$ cat config.mk
export PLATFORM = sky130hd
export DESIGN_NAME = part_buf
export DESIGN_NICKNAME = d
export VERILOG_FILES = /design/src/logic/secded_pkg.sv /design/src/logic/otp_part_pkg.sv /design/src/logic/secded_enc.sv /design/src/logic/secded_dec.sv /design/src/logic/otp_ecc_reg.sv /design/src/logic/part_loader.sv /design/src/logic/part_buf.sv
export SDC_FILE = /design/constraint.sdc
export NUM_CORES = 2
export LEC_CHECK = 0
export BUFFER_PORTS_ARGS = -buffer_cell sky130_fd_sc_hd__buf_2
export CORE_MARGIN = 10
export CORE_UTILIZATION = 35
export CTS_CLUSTER_SIZE = 12
export DETAILED_ROUTE_END_ITERATION = 10
export PLACE_DENSITY = 0.55
export SLEW_MARGIN = 20
export SYNTH_ARGS = -nofsm -noshare
export SYNTH_HDL_FRONTEND = slang
export SYNTH_SLANG_ARGS = --single-unit
$ cat constraint.sdc
create_clock -name clk_i -period 11.8 [get_ports clk_i]
set_input_delay 1.77 -clock clk_i [delete_from_list [all_inputs] [get_ports clk_i]]
set_output_delay 1.77 -clock clk_i [all_outputs]
set_load 0.005 [all_outputs]
$ cat src/logic/secded_pkg.sv
// Inverted 72/64 SECDED code constants
`default_nettype none

package secded_pkg;

  // Payload, check and stored code word widths.
  localparam int DataWidth = 64;
  localparam int EccWidth  = 8;
  localparam int CodeWidth = DataWidth + EccWidth;

  typedef logic [EccWidth-1:0][DataWidth-1:0] ecc_masks_t;

  // Builds the check matrix column by column.
  // Only 56 weight-3 columns exist in 8 bits, so the last eight data bits take weight-5 columns.
  // All columns stay odd and distinct, which keeps double errors apart from single ones.
  function automatic ecc_masks_t gen_ecc_masks();
    ecc_masks_t          masks;
    int unsigned         col_idx;
    logic [EccWidth-1:0] col;
    masks   = '0;
    col_idx = 0;
    for (int weight = 3; weight <= 5; weight += 2) begin
      for (int val = 0; val < 2**EccWidth; val++) begin
        col = val[EccWidth-1:0];
        // Take the next free column of the wanted weight.
        if (($countones(col) == weight) && (col_idx < DataWidth)) begin
          for (int j = 0; j < EccWidth; j++) begin
            masks[j][col_idx] = col[j];
          end
          col_idx++;
        end
      end
    end
    return masks;
  endfunction

  // Check bit j is the even parity of data & EccMasks[j].
  localparam ecc_masks_t EccMasks = gen_ecc_masks();

  // XORed onto the check bits, so an all-zero code word never decodes clean.
  localparam logic [EccWidth-1:0] EccInv = 8'hAA;

  // Check bits of an all-zero data word.
  localparam logic [EccWidth-1:0] ZeroEcc = EccInv;

endpackage

`default_nettype wire

$ cat src/logic/otp_part_pkg.sv
// OTP partition parameters
`default_nettype none

package otp_part_pkg;

  // Number of 64-bit words in the partition.
  localparam int PartDepth = 8;

  // Word address width.
  localparam int PartAw = 3;

  // Loader states.
  // Done and Error are terminal until reset.
  typedef enum logic [2:0] {
    Idle,
    Req,
    Wait,
    Done,
    Error
  } loader_state_e;

endpackage

`default_nettype wire

$ cat src/logic/secded_enc.sv
// SECDED 72/64 encoder
`default_nettype none

module secded_enc import secded_pkg::*; (
  input  logic [DataWidth-1:0] data_i,
  output logic [EccWidth-1:0]  ecc_o
);

  logic [EccWidth-1:0] parity;

  // One parity tree per check bit.
  always_comb begin : p_parity
    for (int j = 0; j < EccWidth; j++) begin
      parity[j] = ^(data_i & EccMasks[j]);
    end
  end

  // Inversion makes the zero word invalid.
  assign ecc_o = parity ^ EccInv;

endmodule

`default_nettype wire

$ cat src/logic/secded_dec.sv
// SECDED 72/64 decoder
`default_nettype none

module secded_dec import secded_pkg::*; (
  input  logic [DataWidth-1:0] data_i,
  input  logic [EccWidth-1:0]  ecc_i,
  output logic [DataWidth-1:0] data_o,
  // Bit 0 is a corrected single error, bit 1 an uncorrectable one.
  output logic [1:0]           err_o
);

  logic [EccWidth-1:0]  ecc_calc;
  logic [EccWidth-1:0]  syndrome;
  logic [DataWidth-1:0] flip;
  logic                 single_err;

  // Re-encode the received data.
  // The inversion cancels against the stored check bits.
  secded_enc u_enc (
    .data_i(data_i),
    .ecc_o (ecc_calc)
  );

  assign syndrome = ecc_calc ^ ecc_i;

  // Match the syndrome against every data column.
  always_comb begin : p_flip
    logic [EccWidth-1:0] col;
    col = '0;
    for (int i = 0; i < DataWidth; i++) begin
      for (int j = 0; j < EccWidth; j++) begin
        col[j] = EccMasks[j][i];
      end
      flip[i] = (syndrome == col);
    end
  end

  // At most one bit of flip can be set, since all columns are distinct.
  assign data_o = data_i ^ flip;

  // A one-hot syndrome points at a check bit; the data passes unchanged.
  assign single_err = (|flip) | $onehot(syndrome);

  assign err_o[0] = single_err;
  // Any other nonzero syndrome has even weight or no matching column.
  assign err_o[1] = (|syndrome) & ~single_err;

endmodule

`default_nettype wire

$ cat src/logic/otp_ecc_reg.sv
// ECC-protected partition buffer
`default_nettype none

module otp_ecc_reg
  import secded_pkg::*;
  import otp_part_pkg::*;
#(
  parameter  int Depth = PartDepth,
  // Index bits for the stored words.
  localparam int IdxW  = (Depth > 1) ? $clog2(Depth) : 1,
  // One extra address bit, so addresses past the end can be requested.
  localparam int Aw    = IdxW + 1
) (
  input  logic                            clk_i,
  input  logic                            rst_ni,
  input  logic                            wren_i,
  input  logic [Aw-1:0]                   addr_i,
  input  logic [DataWidth-1:0]            wdata_i,
  output logic [DataWidth-1:0]            rdata_o,
  output logic [Depth-1:0][DataWidth-1:0] data_o,
  output logic                            ecc_err_o
);

  logic [Depth-1:0][DataWidth-1:0] data_q;
  logic [Depth-1:0][EccWidth-1:0]  ecc_q;
  logic [EccWidth-1:0]             ecc_enc;
  logic                            addr_ok;
  logic [Depth-1:0][1:0]           err;

  // A single encoder serves the write port.
  secded_enc u_enc (
    .data_i(wdata_i),
    .ecc_o (ecc_enc)
  );

  assign addr_ok = (int'(addr_i) < Depth);

  // Out of range reads return zero.
  assign rdata_o = addr_ok ? data_q[addr_i[IdxW-1:0]] : '0;

  assign data_o = data_q;

  // Write data and check bits together.
  // Reset leaves a valid all-zero code word in every entry.
  always_ff @(posedge clk_i or negedge rst_ni) begin : p_regs
    if (!rst_ni) begin
      data_q <= '0;
      ecc_q  <= {Depth{ZeroEcc}};
    end else if (wren_i && addr_ok) begin
      data_q[addr_i[IdxW-1:0]] <= wdata_i;
      ecc_q[addr_i[IdxW-1:0]]  <= ecc_enc;
    end
  end

  // Concurrent check of every stored word, every cycle.
  // Only detection is used here, not correction.
  for (genvar k = 0; k < Depth; k++) begin : gen_dec
    secded_dec u_dec (
      .data_i(data_q[k]),
      .ecc_i (ecc_q[k]),
      .data_o(),
      .err_o (err[k])
    );
  end

  // Any single or double error in the buffer is flagged.
  assign ecc_err_o = |err;

endmodule

`default_nettype wire

$ cat src/logic/part_loader.sv
// OTP partition loader
`default_nettype none

module part_loader
  import secded_pkg::*;
  import otp_part_pkg::*;
(
  input  logic                 clk_i,
  input  logic                 rst_ni,
  input  logic                 init_i,
  // OTP macro port.
  output logic                 otp_req_o,
  output logic [PartAw-1:0]    otp_addr_o,
  input  logic                 otp_valid_i,
  input  logic [DataWidth-1:0] otp_data_i,
  input  logic [EccWidth-1:0]  otp_ecc_i,
  // Buffer write port.
  output logic                 buf_we_o,
  output logic [PartAw-1:0]    buf_addr_o,
  output logic [DataWidth-1:0] buf_wdata_o,
  // Status.
  output logic                 done_o,
  output logic                 corr_o,
  output logic                 err_o
);

  loader_state_e        state_d, state_q;
  logic [PartAw-1:0]    addr_d, addr_q;
  logic                 corr_d, corr_q;
  logic [DataWidth-1:0] dec_data;
  logic [1:0]           dec_err;
  logic                 last_word;

  // Check and correct the incoming word.
  secded_dec u_dec (
    .data_i(otp_data_i),
    .ecc_i (otp_ecc_i),
    .data_o(dec_data),
    .err_o (dec_err)
  );

  assign last_word = (addr_q == PartAw'(PartDepth - 1));

  always_comb begin : p_fsm
    state_d  = state_q;
    addr_d   = addr_q;
    corr_d   = corr_q;
    buf_we_o = 1'b0;
    unique case (state_q)
      Idle: begin
        // Start from word 0 on init.
        if (init_i) begin
          addr_d  = '0;
          state_d = Req;
        end
      end
      // Strobe lasts exactly one cycle.
      Req: begin
        state_d = Wait;
      end
      Wait: begin
        if (otp_valid_i) begin
          if (dec_err[1]) begin
            // Uncorrectable, nothing is written.
            state_d = Error;
          end else begin
            buf_we_o = 1'b1;
            corr_d   = corr_q | dec_err[0];
            if (last_word) begin
              state_d = Done;
            end else begin
              addr_d  = addr_q + 1'b1;
              state_d = Req;
            end
          end
        end
      end
      // Terminal states, left only by reset.
      Done, Error: begin
        state_d = state_q;
      end
      default: begin
        state_d = Error;
      end
    endcase
  end

  always_ff @(posedge clk_i or negedge rst_ni) begin : p_regs
    if (!rst_ni) begin
      state_q <= Idle;
      addr_q  <= '0;
      corr_q  <= 1'b0;
    end else begin
      state_q <= state_d;
      addr_q  <= addr_d;
      corr_q  <= corr_d;
    end
  end

  // Address is held from the request up to its valid.
  assign otp_req_o   = (state_q == Req);
  assign otp_addr_o  = addr_q;
  assign buf_addr_o  = addr_q;
  assign buf_wdata_o = dec_data;

  assign done_o = (state_q == Done);
  assign err_o  = (state_q == Error);
  assign corr_o = corr_q;

endmodule

`default_nettype wire

$ cat src/logic/part_buf.sv
// Buffered OTP partition
`default_nettype none

module part_buf
  import secded_pkg::*;
  import otp_part_pkg::*;
(
  input  logic                                clk_i,
  input  logic                                rst_ni,
  input  logic                                init_i,
  // OTP macro port.
  output logic                                otp_req_o,
  output logic [PartAw-1:0]                   otp_addr_o,
  input  logic                                otp_valid_i,
  input  logic [DataWidth-1:0]                otp_data_i,
  input  logic [EccWidth-1:0]                 otp_ecc_i,
  // Host read port, one bit wider than the word index.
  input  logic [PartAw:0]                     rd_addr_i,
  output logic [DataWidth-1:0]                rd_data_o,
  // Whole partition in parallel.
  output logic [PartDepth-1:0][DataWidth-1:0] part_data_o,
  // Status.
  output logic                                done_o,
  output logic                                corr_o,
  output logic                                fatal_o
);

  logic                 buf_we;
  logic [PartAw-1:0]    buf_addr;
  logic [DataWidth-1:0] buf_wdata;
  logic [PartAw:0]      mem_addr;
  logic                 loader_err;
  logic                 ecc_err;

  part_loader u_loader (
    .clk_i      (clk_i),
    .rst_ni     (rst_ni),
    .init_i     (init_i),
    .otp_req_o  (otp_req_o),
    .otp_addr_o (otp_addr_o),
    .otp_valid_i(otp_valid_i),
    .otp_data_i (otp_data_i),
    .otp_ecc_i  (otp_ecc_i),
    .buf_we_o   (buf_we),
    .buf_addr_o (buf_addr),
    .buf_wdata_o(buf_wdata),
    .done_o     (done_o),
    .corr_o     (corr_o),
    .err_o      (loader_err)
  );

  // Single buffer address, the loader takes it in its write cycles.
  assign mem_addr = buf_we ? {1'b0, buf_addr} : rd_addr_i;

  otp_ecc_reg #(
    .Depth(PartDepth)
  ) u_ecc_reg (
    .clk_i    (clk_i),
    .rst_ni   (rst_ni),
    .wren_i   (buf_we),
    .addr_i   (mem_addr),
    .wdata_i  (buf_wdata),
    .rdata_o  (rd_data_o),
    .data_o   (part_data_o),
    .ecc_err_o(ecc_err)
  );

  // OTP or buffer integrity failure.
  assign fatal_o = loader_err | ecc_err;

endmodule

`default_nettype wire

==> reports/results.tsv <==
metric	value	unit
TritonCTS buffer count	74	
largest net degree at the start of global routing	176	
Port-buffer cells	662	
RR Startpoint	u_loader.state_q[2]	
mean routed wirelength per cell	39.1	um
Post-synth top flop	dfrtp_1	
ys async rst share	100	%
Final ANT Viol Nets	0	
Top Ports	663	
total track usage	37.4	%
crit path kind	input pin to output port	
die width	362	um
status	complete, no violations	
Post-Synth XOR/XNOR Area	33.2	%
Worst setup EP type	output port	
layout cells sized above 1	22.5	%
Hold Buf Count CTS	0	
Fillers	11600	
Synth area leader	dfrtp_1	
Mapped Nets	4419	
Die Span Y	362	um
synthesized cell area	40800	um2
critical path startpoint category	input pin	
area used by multi-input combinational logic	25500	um2
Least-Margin Pin Slew	1.29	ns
clk slew on worst S/H paths	0.06	ns
largest family of logic cells by synthesized area	XOR/XNOR gates	
Final Hold Fails	0	
setup TNS	0	ns
hold endpoint	u_loader.corr_o	
most common cell in the netlist	xnor2_1	
Nets	5062	
post-synthesis simple-gate area fraction	8.76	%
Hold Path Class	flop to flop	
fin. max-slew vios	0	
adder-cell area share of the yosys netlist	3.02	%
Post-Route WL	254000	um
Site Rows	125	
Critical R2R Capture	u_ecc_reg.ecc_q[26]	
worst reg2reg setup slack	6.79	ns
number of global-route vias before repair	36300	
post-route minimum period	11.50	ns
TritonRoute pass-1 iters	7	
Worst EP arrival	9.73	ns
DR DRC count	0	
CP required	10.03	ns
top cell type's share of synthesized area	33.8	%
# Max-Cap Violations	0	
Final Setup Violations	0	
Post-synth EDFFs	0	
Synth Instances	4262	
final worst setup slack	0.299	ns
Final period util	97.5	%
register area share after synthesis	35.8	%
mux contribution to synthesized area	3.65	%
Clock Skew	0.0263	ns
CTS HTree Levels	3	
Hold Path Stages	1	
Core Region	116000	um2
Seq cells post-synth	583	
Hold WS	0.470	ns
initial antenna violation count	34	
r2r worst-path depth	9	
initial DRC count	5801	
RSZ-0062 raised after global routing	no	
CTS sink count	583	
Reg area	14600	um2
Vias	38200	
Post-CTS Resized	0	
dpl ws	0.519	ns
CTS tree	yes	
clk_lat worst skew	0.69	ns
syn_area_per_cell	9.58	um2
Worst Hold Launch	u_loader.corr_o	
Initial Util	35.2	%
warning count from the yosys run	0	
Overflow after GRT	0	
die area	131000	um2
DP HPWL	195000	um
Worst slew margin	11.7	%
Max Clk Rate	87.0	MHz
Crit Path Max Fanout	21	
vias per cell	5.88	
clk root buf	clkbuf_16	
first-pass GRT wire length	335000	um
top post-synthesis cells by count	xnor2_1 (1219), dfrtp_1 (551), nor2_1 (382), nand2_1 (364), a21oi_1 (330)	
clk buf depth	3	
Area contributors post-synth	dfrtp_1 (34%), xnor2_1 (26%), xor2_1 (4.2%)	
routability cong.	1.09	
Yosys cell types	79	
# Post-CTS Setup Buffers	0	
Synth-to-Final Area Change	20.8	%
Synth Area in Compound Gates	12.4	%
[flip-flops by register name, summed over array words and instances, names as in the netlist]
signal and flops:
u_loader.buf_addr_o 3, u_loader.state_q 3, u_loader.corr_o 1, u_ecc_reg.data_o 512, u_ecc_reg.ecc_q 64
[per-layer routing]
metal	part of all wire (%)	global-route usage (%)	vias up
li1	-	-	15600
met1	37	45.8	19100
met2	42	55.4	2759
met3	12	13.7	760
met4	7.5	23.5	26
met5	0.087	0	-
[critical path: stages]
cell and delay [ns]:
buf_2 0.12, xnor2_1 0.45, xnor3_1 0.53, xor3_1 0.25
xor2_2 0.20, inv_2 0.07, fa_1 0.53, inv_1 0.06
fa_1 0.52, fa_1 0.48, inv_1 0.07, ha_1 0.16
inv_1 0.06, fa_1 0.40, inv_1 0.07, o21ai_0 0.09
a311oi_1 0.27, o211ai_1 0.16, nor4_1 0.46, a21oi_2 0.22
mux2i_4 0.68, buf_4 0.48, mux2i_1 1.08, a32o_1 0.24
a211oi_1 0.10, buf_2 0.17
[stage by stage]
step / std cells / area [um2] / utilization (%)
final: 6500 / 49300 / 42.5
after global routing: 6491 / 49300 / 42.5
after CTS: 6490 / 49300 / 42.5
after detailed placement: 6352 / 46800 / 40.3
after global placement: 6352 / 46800 / 40.3
after floorplan: 4262 / 40800 / -
[layout by cell type, fill, tap and decap left out, types with 66 or more instances in the layout]
master     count
nand2_1      364
inv_1         70
o22ai_1       66
buf_2        661
o21ai_0      163
buf_4        109
a21oi_1      330
dfrtp_1      551
nor2_1       380
xor2_1       197
xnor2_1     1162
a211oi_1      70
clkbuf_16     76
[cell families (layout without fill, tap and decap cells)]
logic type / after synthesis / in the layout
xor gates and xnor gates: 1471 / 1471
AOI/OAI and AO/OA: 826 / 826
adders and majority gates: 77 / 77
and+or+nand+nor: 872 / 872
DFF: 583 / 583
buffers and inverters: 294 / 999
other: 0 / 9
muxes: 139 / 139
[final cells by class]
| type | count | area share (%) |
|---|---|---|
| multi-input cells | 3385 | 51.8 |
| repair buffers | 786 | 9.02 |
| well taps | 1524 | 3.87 |
| clock buffers | 110 | 4.42 |
| flip-flops and latches | 583 | 29.7 |
| clock inverters | 28 | 0.659 |
| inverters | 75 | 0.571 |
| diodes | 9 | 0.0457 |
[worst max path at each step]
stage                   startpoint  cells past startpoint            end
floorplan           otp_data_i[25]                     26   rd_data_o[0]
global placement    otp_data_i[25]                     26  rd_data_o[20]
detailed placement  otp_data_i[25]                     26  rd_data_o[17]
CTS                 otp_data_i[25]                     26  rd_data_o[17]
global route        otp_data_i[61]                     26  rd_data_o[20]
finish              otp_data_i[25]                     26  rd_data_o[17]
Power is left out: the tool's default activity adds up to more than one toggle a clock period on the data nets, which glitch-free logic cannot reach.
